## src/source/ngram_pkg.sv

```systemverilog
`default_nettype none

package ngram_pkg;

    // loop bounds, counters and source addresses
    localparam int ADDR_W = 20;
    // source words and window sums
    localparam int DATA_W = 32;
    // destination slot index, caps addr_i at 255
    localparam int DST_ADDR_W = 8;
    localparam int DST_DEPTH = 2 ** DST_ADDR_W;
    // only the low part of the source space is built
    localparam int SRC_DEPTH = 1024;
    localparam int SRC_IDX_W = $clog2(SRC_DEPTH);
    // address step from one window to the next
    localparam int STRIDE = 3;
    // writer busy time per commit
    localparam int WRITE_CYCLES = 2;
    localparam int WR_CNT_W = $clog2(WRITE_CYCLES + 1);

    typedef logic [ADDR_W-1:0]     addr_t;
    typedef logic [DATA_W-1:0]     word_t;
    typedef logic [DST_ADDR_W-1:0] dst_addr_t;
    typedef logic [WR_CNT_W-1:0]   wr_cnt_t;

    // result writer FSM
    typedef enum logic [1:0] {WR_IDLE, WR_BUSY, WR_DONE} wr_state_t;

endpackage

`default_nettype wire

```

## src/source/window_acc.sv

```systemverilog
`timescale 1ns/1ps
`default_nettype none

module window_acc (
    input  wire                     clk,
    input  wire                     rst,
    input  wire                     k_init_i,
    input  wire                     k_fin_i,
    input  wire                     exec_i,
    input  wire ngram_pkg::word_t   word_i,
    output logic                    sum_valid_o,
    output ngram_pkg::word_t        sum_o
);

    // exec lined up with the buffer read latency
    logic               exec_d;
    logic               exec_dd;
    // word on word_i belongs to a j step
    logic               word_live;
    ngram_pkg::word_t   acc_q;

    always_ff @(posedge clk) begin
        if (rst) begin
            exec_d  <= 1'b0;
            exec_dd <= 1'b0;
        end else begin
            exec_d  <= exec_i;
            exec_dd <= exec_d;
        end
    end

    // first exec cycle has no j step yet, so its word is skipped
    assign word_live = exec_d & exec_dd;

    ////////////////////
    // running sum
    ////////////////////
    // clear wins, k_init can land on the last word of the prior window
    always_ff @(posedge clk) begin
        if (k_init_i) begin
            acc_q <= '0;
        end else if (word_live) begin
            acc_q <= acc_q + word_i;
        end
    end

    // sum includes the word arriving with k_fin, wraps mod 2^32
    assign sum_o       = acc_q + word_i;
    assign sum_valid_o = k_fin_i & word_live;

endmodule

`default_nettype wire

```

## config.mk

```make
export PLATFORM = sky130hd
export DESIGN_NAME = window_acc
export DESIGN_NICKNAME = d
export VERILOG_FILES = /design/src/source/ngram_pkg.sv /design/src/source/window_acc.sv
export SDC_FILE = /design/constraint.sdc
export NUM_CORES = 1
export LEC_CHECK = 0
export BUFFER_PORTS_ARGS = -buffer_cell sky130_fd_sc_hd__buf_2
export CORE_UTILIZATION = 60
export CTS_CLUSTER_DIAMETER = 100
export DETAILED_ROUTE_END_ITERATION = 8
export GPL_TIMING_DRIVEN = 0
export PLACE_DENSITY_LB_ADDON = 0.08
export SYNTH_ARGS = -nofsm -noshare
export SYNTH_HDL_FRONTEND = slang
export SYNTH_SLANG_ARGS = --single-unit
export TNS_END_PERCENT = 50
```

## constraint.sdc

```tcl
create_clock -name clk -period 17.1 [get_ports clk]
set_input_delay 5.13 -clock clk [delete_from_list [all_inputs] [get_ports clk]]
set_output_delay 5.13 -clock clk [all_outputs]
set_load 0.01 [all_outputs]
```

==> impl_results.md <==
- Hold Fails Final Rpt: 0
- Reg area: 681 um^2
- Setup slack after layout: 4.10 ns
- Area of the core: 4880 um^2
- Worst-case clock buffer depth: 2
- Synthesized Nets: 479
- Status: completed
- Largest net degree at the start of global routing: 13
- Worst-path fanout max: 3
- Rel. slew slack: 0.621
- VDD IR max: 0.0407 mV
- Crit path top cell by count: buf_2
- Sequential cell area fraction in the yosys report: 0.217
- GRT Total Usage: 0.303
- Synth Flop Type: dfxtp_1
- Cells after DPL: 546
- Starting Density: 0.644
- Post-Synthesis Cell Area: 3140 um^2
- Die area: 5530 um^2
- RSZ-0062 raised after global routing: no
- WHS: 0.462 ns
- Clk Tree Root Cell: clkbuf_8
- Initial antenna violation count: 0
- Hold Path Class: register to register
- DR WL/cell: 14.8 um
- Routed wire length: 8.19 mm
- P_int: 0.143 mW
- Postcts setup bufs: 0
- Max Cap Viol: 0
- Critical Path RT: 11.97 ns
- Number of diodes: 0
- Vias in the first global route: 2808
- Yosys cell types: 57
- Hpwl dp: 6.37 mm
- Post-Syn Area per Cell: 7.67 um^2
- Syn Inst Count: 410
- DRT iter0 DRCs: 295
- EDFF count, synth: 0
- Post-cts resize count: 0
- Post-synth top area cell: dfxtp_1
- Crit path cell chain: buf_2 > ha_1 > fa_1 > a21oi_1 > o21ai_4 > a2111oi_4 > a211oi_1 > o21ai_2 > o31ai_1 > a221oi_1 > xnor2_1 > buf_2
- Global-route wire length before repair: 12.8 mm
- Fin cells: 554
- Sink Count: 34
- Async set-reset flop share out of synthesis: 0
- Clock share of power: 0.376
- GRT overflow: 0
- Final ANT Viol Nets: 0
- Final nets: 555
- Arrival time worst endpoint: 7.87 ns
- Reg clk slew, reported paths: 0.08 ns
- Worst clock skew: 0.00172 ns
- Setup violators final: 0
- Gate power share: 0.232
- Share of cells above drive strength 1: 0.193
- Skew-Pair Late Insertion Delay: 0.29 ns
- GPL Wtd Cong: 0.964
- Number of cells on the critical path: 12
- Top-count cell post-synth: nand2_1
- I/O pin total: 70
- Crit Path Class: input pin to output port
- Via count: 3270
- Path depth of the worst reg2reg path: 9
- Syn. warnings: 0
- Inserted Clock Buffers: 5
- Die H: 74.4 um
- Port buffer count: 69
- CP endpoint kind: output port
- Die Wd: 74.4 um
- Period minus WS final: 13.00 ns
- F_max: 76.9 MHz
- Sw frac: 0.310
- Top cells by area, synth: dfxtp_1 22%, ha_1 12%, a21oi_1 8.4%, nand2_1 7.6%, xnor2_1 6.4%
- Power per cell area: 56.1 nW/um^2
- Seq cells post-synth: 34
- Final Core Density: 0.755
- TritonRoute pass-1 iters: 5
- Final TNS setup: 0 ns
- Slew @ Worst Pin: 0.563 ns
- # rows: 25
- Sequential share of power: 0.392
- Hold Path Stages: 2
- DRC: 0
- Switching power: 0.0642 mW
- Post-synth top area share: 0.217
- Largest stage delay, worst path: 0.42 ns
- Area of the multi-input gates: 2350 um^2
- CP Buf/Inv Count: 2
- Setup crit start kind: input pin
- DR vias/cell: 5.90
- Lkg Pwr: 1.76 nW
- Critical path's top delay family: compound AO/OA/AOI/OAI gates
- Cts hold-fix bufs: 0
- Post-synth top cells: 64 x nand2_1, 53 x a21oi_1, 34 x dfxtp_1
- Fillcell total: 410
- CP max stage cell: fa_1
- # H-tree levels: 2
- CTS tree: done
- Place WS: 4.14 ns
- Period utilization: 0.760
- Area grow syn2layout: 17.3%
- Slew Viols, Final: 0
==> cells in the final DEF (no fill, tap or decap), types with 13 or more instances in the layout <==
cell type	n
nand3_1	14
nand2_1	64
ha_1	31
buf_2	72
a21oi_1	53
clkbuf_1	13
nor2_1	25
dfxtp_1	34
xnor2_1	23
a21o_1	24
==> through the flow <==
step / total power, mW / instance area [um^2]
4_1_cts: 0.207 / 3690
3_3_place_gp: 0.129 / 3570
5_1_grt: 0.215 / 3690
6_report: 0.207 / 3690
2_1_floorplan: 0.114 / 3140
3_5_place_dp: 0.130 / 3570
==> kinds of logic after synthesis <==
kind of cell | Yosys count | share of synthesized area
buffers and inverters | 28 | 0.0346
xor gates and xnor gates | 30 | 0.0836
AOI/OAI and AO/OA | 134 | 0.298
DFF | 34 | 0.217
adders and majority gates | 32 | 0.130
and+or+nand+nor | 147 | 0.221
muxes | 5 | 0.0163
==> worst paths after layout <==
kind	end	from	slack (ns)
worst max-delay path	sum_o[28]	word_i[0]	4.10
worst min-delay path	acc_q[9]	acc_q[9]	0.46
worst max register to register	acc_q[31]	acc_q[1]	14.22
worst min register to register	acc_q[9]	acc_q[9]	0.46
==> power by group through the flow <==
stage	combinational, mW	sequential [mW]	clock [mW]
6_report	0.0479	0.0812	0.0777
5_1_grt	0.0527	0.0814	0.0811
4_1_cts	0.0476	0.0812	0.0778
3_5_place_dp	0.0472	0.0831	0
3_3_place_gp	0.0464	0.0830	0
2_1_floorplan	0.0311	0.0828	0
==> state kept, by name, summed over array words and instances, names as in the netlist <==
register and cells:
acc_q 32, exec_d 1, exec_dd 1
==> cell type report <==
cell class                 count  share of cell area
buffer                        20              0.0214
clock buffer                   5              0.0187
clock inverter                 3              0.0122
inverter                       8             0.00815
multi-input combinational    348               0.638
sequential                    34               0.185
tap                           67              0.0227
timing repair buffer          69              0.0937
==> per-layer routing <==
| metal | GRT usage | routed length [um] | vias up |
|---|---|---|---|
| li1 | - | - | 1644 |
| met1 | 0.400 | 3750 | 1454 |
| met2 | 0.494 | 3670 | 152 |
| met3 | 0.0583 | 599 | 20 |
| met4 | 0.0985 | 172 | 0 |
| met5 | 0 | 0 | - |
==> tightest hold or removal path, stage by stage, from the launching register on <==
cell and delay (ns):
dfxtp_1 0.32, nand2_1 0.05, a21oi_1 0.05
No activity file was read; power rests on OpenSTA's default activity.
