$ cat config.mk
export PLATFORM = sky130hd
export DESIGN_NAME = exe_ctrl
export DESIGN_NICKNAME = d
export VERILOG_FILES = /design/src/source/ngram_pkg.sv /design/src/source/agu_next.sv /design/src/source/exe_ctrl.sv
export SDC_FILE = /design/constraint.sdc
export NUM_CORES = 1
export LEC_CHECK = 0
export ABC_AREA = 0
export BUFFER_PORTS_ARGS = -buffer_cell sky130_fd_sc_hd__buf_4
export CORE_MARGIN = 2
export CORE_UTILIZATION = 54
export DETAILED_ROUTE_END_ITERATION = 12
export HOLD_SLACK_MARGIN = 0.03
export PLACE_DENSITY = 0.77
export SLEW_MARGIN = 20
export SYNTH_ARGS = -nofsm -noshare
export SYNTH_HDL_FRONTEND = slang
export SYNTH_HIERARCHICAL = 1
export SYNTH_SLANG_ARGS = --single-unit
export TNS_END_PERCENT = 30
$ cat constraint.sdc
create_clock -name clk -period 3.2 [get_ports clk]
set_input_delay 0.96 -clock clk [delete_from_list [all_inputs] [get_ports clk]]
set_output_delay 0.96 -clock clk [all_outputs]
set_load 0.005 [all_outputs]
$ cat src/source/ngram_pkg.sv
`default_nettype none

package ngram_pkg;

    // loop bounds, counters and source addresses
    localparam int ADDR_W = 20;
    // source words and window sums
    localparam int DATA_W = 32;
    // destination slot index, caps addr_i at 255
    localparam int DST_ADDR_W = 8;
    localparam int DST_DEPTH = 2 ** DST_ADDR_W;
    // only the low part of the source space is built
    localparam int SRC_DEPTH = 1024;
    localparam int SRC_IDX_W = $clog2(SRC_DEPTH);
    // address step from one window to the next
    localparam int STRIDE = 3;
    // writer busy time per commit
    localparam int WRITE_CYCLES = 2;
    localparam int WR_CNT_W = $clog2(WRITE_CYCLES + 1);

    typedef logic [ADDR_W-1:0]     addr_t;
    typedef logic [DATA_W-1:0]     word_t;
    typedef logic [DST_ADDR_W-1:0] dst_addr_t;
    typedef logic [WR_CNT_W-1:0]   wr_cnt_t;

    // result writer FSM
    typedef enum logic [1:0] {WR_IDLE, WR_BUSY, WR_DONE} wr_state_t;

endpackage

`default_nettype wire

$ cat src/source/agu_next.sv
`timescale 1ns/1ps
`default_nettype none

module agu_next (
    input  wire                     clk,
    input  wire                     rst,
    input  wire                     start,
    input  wire                     en,
    input  wire ngram_pkg::addr_t   ini,
    input  wire ngram_pkg::addr_t   fin,
    output ngram_pkg::addr_t        data,
    output logic                    last,
    output logic                    next
);

    // high from the load until the final step
    logic running;

    // final step, data already sits on the bound
    assign last = running & en & (data == fin);
    // every other step
    assign next = running & en & ~last;

    ////////////////////
    // counter and run flag
    ////////////////////
    always_ff @(posedge clk) begin
        if (rst) begin
            running <= 1'b0;
            data    <= '0;
        end else if (start) begin
            running <= 1'b1;
            data    <= ini;
        end else if (last) begin
            // data parks on fin
            running <= 1'b0;
        end else if (next) begin
            data <= data + ngram_pkg::addr_t'(1);
        end
    end

endmodule

`default_nettype wire

$ cat src/source/exe_ctrl.sv
`timescale 1ns/1ps
`default_nettype none

module exe_ctrl (
    input  wire                     clk,
    input  wire                     rst,
    input  wire                     s_init,
    input  wire                     out_busy,
    input  wire                     out_fin,
    input  wire ngram_pkg::addr_t   addr_i,
    input  wire ngram_pkg::addr_t   addr_j,
    output logic                    s_fin,
    output logic                    k_init,
    output logic                    k_fin,
    output logic                    exec,
    output ngram_pkg::addr_t        exec_src_addr
);

    logic               last_i;
    logic               last_j;
    logic               next_i;
    ngram_pkg::addr_t   i;
    ngram_pkg::addr_t   j;
    logic               s_init_delay;
    logic               k_init_next;
    logic               start;
    logic               s_fin_period;
    logic               last_out_fin;

    ////////////////////
    // window start
    ////////////////////
    // first window one cycle after s_init
    always_ff @(posedge clk) begin
        if (rst) begin
            s_init_delay <= 1'b0;
        end else begin
            s_init_delay <= s_init;
        end
    end

    // later windows come from k_init_next
    // held back while the writer is busy
    assign k_init = (s_init_delay | k_init_next) & ~out_busy;

    // exec covers the j run, start kicks the j counter
    always_ff @(posedge clk) begin
        if (rst) begin
            exec  <= 1'b0;
            start <= 1'b0;
        end else begin
            exec  <= k_init | (exec & ~last_j);
            start <= k_init;
        end
    end

    ////////////////////
    // loop counters
    ////////////////////
    // outer loop, one step per window
    agu_next l_i (
        .clk   (clk),
        .rst   (rst),
        .start (s_init),
        .en    (last_j),
        .ini   ('0),
        .fin   (addr_i),
        .data  (i),
        .last  (last_i),
        .next  (next_i)
    );

    // inner loop, restarted for each window
    agu_next l_j (
        .clk   (clk),
        .rst   (rst),
        .start (start),
        .en    (1'b1),
        .ini   ('0),
        .fin   (addr_j),
        .data  (j),
        .last  (last_j),
        .next  ()
    );

    // windows overlap when addr_j reaches STRIDE
    assign exec_src_addr = ngram_pkg::addr_t'(i * ngram_pkg::STRIDE + j);

    ////////////////////
    // window end
    ////////////////////
    always_ff @(posedge clk) begin
        if (rst) begin
            k_fin <= 1'b0;
        end else begin
            k_fin <= last_j;
        end
    end

    // pending window start, set on next_i and kept while out_busy
    always_ff @(posedge clk) begin
        if (rst) begin
            k_init_next <= 1'b0;
        end else if (~out_busy | next_i) begin
            k_init_next <= next_i & ~s_init;
        end
    end

    ////////////////////
    // run finish
    ////////////////////
    // out_fin together with k_fin closes the previous commit, not the last one
    assign last_out_fin = out_fin & ~k_fin;

    always_ff @(posedge clk) begin
        if (rst) begin
            s_fin_period <= 1'b0;
        end else if (last_i) begin
            s_fin_period <= 1'b1;
        end else if (last_out_fin) begin
            s_fin_period <= 1'b0;
        end
    end

    always_ff @(posedge clk) begin
        if (rst) begin
            s_fin <= 1'b0;
        end else begin
            s_fin <= s_fin_period & last_out_fin;
        end
    end

endmodule

`default_nettype wire

==> results.md <==
Die:
- The starting utilization of the core area is 55.5%.
- The number of rows created at floorplan is 35.
- In this run the count of I/O pins placed on the die edge is 69.
- After floorplanning, the core was sized to cover 9240 um^2.
- The die height is 101 um.
- The die boundary width is 101 um.
- The full die area is 10300 um^2.

Synth:
- The sequential-to-total area share from yosys stat is 19.1%.
- The dominant cell by count in the synthesized netlist is sky130_fd_sc_hd__nor2_1.
- The number of synthesized flops with an enable pin is 0.
- The async set-or-reset flop fraction in the synthesized netlist is 0%.
- The synthesized instance count is 612.
- sky130_fd_sc_hd__dfxtp_1 takes more of the synthesized area than any other cell.
- The proportion of netlist area held by the largest area contributor is 19.1%.
- The post-synthesis instance area is 5120 um^2.
- By count the netlist is led by sky130_fd_sc_hd__nor2_1 (63), sky130_fd_sc_hd__dfxtp_1 (49), sky130_fd_sc_hd__xor2_1 (47).
- In this run, distinct cell masters in the synthesized netlist total 65.
- Dividing the synthesized area by the synthesized cell count gives 8.37 um^2.
- Counting flops and latches in the post-synthesis netlist gives 49.
- Yosys printed 6 warnings.
- By area the synthesized netlist is led by sky130_fd_sc_hd__dfxtp_1 (19%), sky130_fd_sc_hd__xor2_1 (8.0%), sky130_fd_sc_hd__fa_1 (7.4%).
- Among all flip-flop cells after synthesis, the most frequent one is sky130_fd_sc_hd__dfxtp_1.

Timing:
- The shortest period the worst path allows is 3880 ps.
- The max-slew violation count is 0.
- For this run, the top clock speed supported by timing is 0.258 GHz.
- The relative slew slack is 47.1%.
- In the finished design, the share of the clock period the worst path needs comes to 121%.
- After layout, the worst setup slack is -683 ps.
- Setup violations remaining at the end of the flow were counted as 16.
- The slew of the pin with the lowest slew margin is 788 ps.
- Setup total negative slack on the finished layout was measured at -8380 ps.
- The hold violation total from the final report is 0.
- The setup skew after layout is 13.9 ps.
- Setup repair after global routing could not meet its margin everywhere.

Critical path:
- The arrival time at the worst endpoint is 2920 ps.
- Among all stages on the critical path, the largest delay is contributed by sky130_fd_sc_hd__fa_1.
- The startpoint-to-endpoint class of the critical path is flop to output port.
- The buffer and inverter count on the worst path is 2.
- Along the worst path, the maximum fanout reaches 3.
- On the critical path the largest part of the delay comes from adder cells.
- In this design, the stage delay of the slowest critical-path cell is 550 ps.
- The worst setup path is launched from a flop.
- Traced cell by cell, the critical path runs through fa_1 > ha_2 > inv_2 > fa_2 > nand2b_4 > a21oi_4 > o2111ai_4 > o21ai_2 > a21boi_1 > xnor2_1 > buf_4.
- STA classifies the critical path endpoint as an output port.
- STA puts the critical path data required time at 2240 ps.
- The flop-to-flop setup slack is 350 ps.

Cells and area:
- The net count of the finished layout is 878.
- Relative to the synthesized area, the layout overhead comes to 33.7%.
- The fraction of layout instances using a drive strength above 1 is 32.2%.
- The number of antenna diodes in the final layout is 0.
- The layout filler cell count is 702.
- The count of non-filler cells in the finished layout is 923.

Power:
- The total power after layout is 1830 uW.
- The peak ir drop on the vdd network is 0.000267 V.
- The standby leakage power is 0.00285 uW.
- Power spread over the standard cell area amounts to 268 nW/um^2.

Placed design:
- The detailed placer's ending HPWL is 12600 um.
- The count of input and output buffers is 68.
- The worst setup timing slack at the placement stage is -456 ps.
- The global placement routability congestion is 0.964.
- The number of placed instances, taps included, is 910.

Clock network:
- After clock tree synthesis, the clock-pin slew on the worst setup and hold paths is 100 ps.
- The worst-skew pair later-pin latency is 310 ps.
- Clock tree synthesis found a total of 49 sinks.
- The H-tree was split into 2 levels.
- The cell at the root of the clock tree is sky130_fd_sc_hd__clkbuf_8.
- Buffers inserted during clock tree synthesis total 5.
- The CTS tree is done.
- The clock passes through at most 2 buffers.

Run status:
- The run finished, with violations left.
- The final reports fail on setup timing.

GRT:
- The first-pass GRT wire length is 27100 um.
- Across every metal layer, demand over resource in global routing totals 33.0%.
- The number of global-route vias before repair is 5504.
- The number of antenna violations at the first check in global routing is 0.
- After global routing the overflow that remains totals 0.
- The largest net degree at the start of global routing is 44.

Detailed routing:
- Dividing the detail-routed via count by the number of cells gives 6.06.
- The wire length after detailed routing is 16600 um.
- The detailed-routing iteration count for the pre-antenna-repair pass is 6.
- The count of nets left with antenna violations once routing finished came out at 0.
- The routed wire length per instance is 18.0 um.
- After the first detailed-routing iteration, the DRC count stood at 398.
- The detailed-route via count is 5593.
- The remaining design rule violation count is 0.

Run:
- The max-cap violation count is 0.

Hold path:
- The class of the tightest hold or removal check is flop to flop.
==> layout by cell type, fill, tap and decap left out, types with 10 or more instances in the layout <==
cell / instances
sky130_fd_sc_hd__fa_1: 18
sky130_fd_sc_hd__inv_1: 26
sky130_fd_sc_hd__a211oi_1: 23
sky130_fd_sc_hd__o211ai_1: 13
sky130_fd_sc_hd__a2111oi_2: 18
sky130_fd_sc_hd__conb_1: 44
sky130_fd_sc_hd__nand2_1: 31
sky130_fd_sc_hd__dfxtp_1: 37
sky130_fd_sc_hd__a21oi_1: 24
sky130_fd_sc_hd__o21ai_1: 13
sky130_fd_sc_hd__o21bai_1: 15
sky130_fd_sc_hd__nor4_1: 14
sky130_fd_sc_hd__xor2_1: 47
sky130_fd_sc_hd__buf_4: 160
sky130_fd_sc_hd__or3_1: 11
sky130_fd_sc_hd__o21ai_0: 10
sky130_fd_sc_hd__ha_1: 17
sky130_fd_sc_hd__nor2_1: 63
sky130_fd_sc_hd__nand4_1: 18
sky130_fd_sc_hd__a2111oi_1: 12
==> path summary, 6_finish.rpt <==
kind / start / endpoint / depth (start not counted)
worst max-delay path: l_i/data[0]$_SDFFE_PP0P_ / exec_src_addr[17] / 11
worst min-delay path: s_fin_period$_SDFFE_PP0P_ / s_fin$_SDFF_PP0_ / 1
worst max register to register: l_j/data[0]$_SDFFE_PP0P_ / l_i/data[10]$_SDFFE_PP0P_ / 10
worst min register to register: s_fin_period$_SDFFE_PP0P_ / s_fin$_SDFF_PP0_ / 1
==> power breakdown <==
group          switching, uW  internal [uW]
registers               31.5            636
clock network            229            235
logic                    359            342
==> state kept, by name, indices dropped and copies added (netlist names) <==
| signal | cells |
|---|---|
| k_init_next | 1 |
| l_i/running | 1 |
| s_fin_period | 1 |
| s_fin | 1 |
| start | 1 |
| l_j/running | 1 |
| s_init_delay | 1 |
| exec | 1 |
| l_j/data | 20 |
| k_fin | 1 |
| l_i/data | 20 |
==> final cells by class <==
class | count | area, um^2 | share of cell area, %
Clock inverter | 2 | 38.8 | 0.566
Timing Repair Buffer | 162 | 1220 | 17.9
Clock buffer | 6 | 72.6 | 1.06
Sequential cell | 49 | 1000 | 14.6
Inverter | 31 | 116 | 1.70
Tap cell | 129 | 161 | 2.36
Multi-Input combinational cell | 544 | 4230 | 61.8
==> cells by family (layout without fill, tap and decap cells) <==
group                    count (synthesis)  in the layout  share of synthesized area [%]
adder cells (fa/ha/maj)                 40             40                           12.6
other                                    2             44                          0.147
buffers and inverters                   61            201                           4.91
multiplexers                             1              1                          0.220
XOR/XNOR                                60             60                           10.3
AO/OA/AOI/OAI                          186            186                           30.2
AND/OR/NAND/NOR                        213            213                           22.6
flip-flops                              49             49                           19.1
==> repair_timing <==
action,in CTS,in global routing
pin swaps,18,21
setup buffers,3,2
resized for setup,20,16
gates cloned,0,0
hold buffers,0,0
endpoints found under the setup margin,15,21
==> layer usage <==
metal  up-vias  part of all wire, %  GRT usage (%)
li1       2632                    -              -
met1      2584                   41           44.2
met2       317                   46           52.8
met3        60                  8.7           5.73
met4         0                  3.8           13.7
met5         -                    0              0
==> through the flow <==
stage / utilization (%) / hold WS [ps] / area (um^2)
4_1_cts: 73.3 / 484 / 6770
3_5_place_dp: 70.9 / 467 / 6550
6_report: 74.1 / 481 / 6850
3_3_place_gp: 70.9 / 461 / 6550
2_1_floorplan: - / 448 / 5340
5_1_grt: 74.1 / 507 / 6850
No activity file was read; power rests on OpenSTA's default activity.
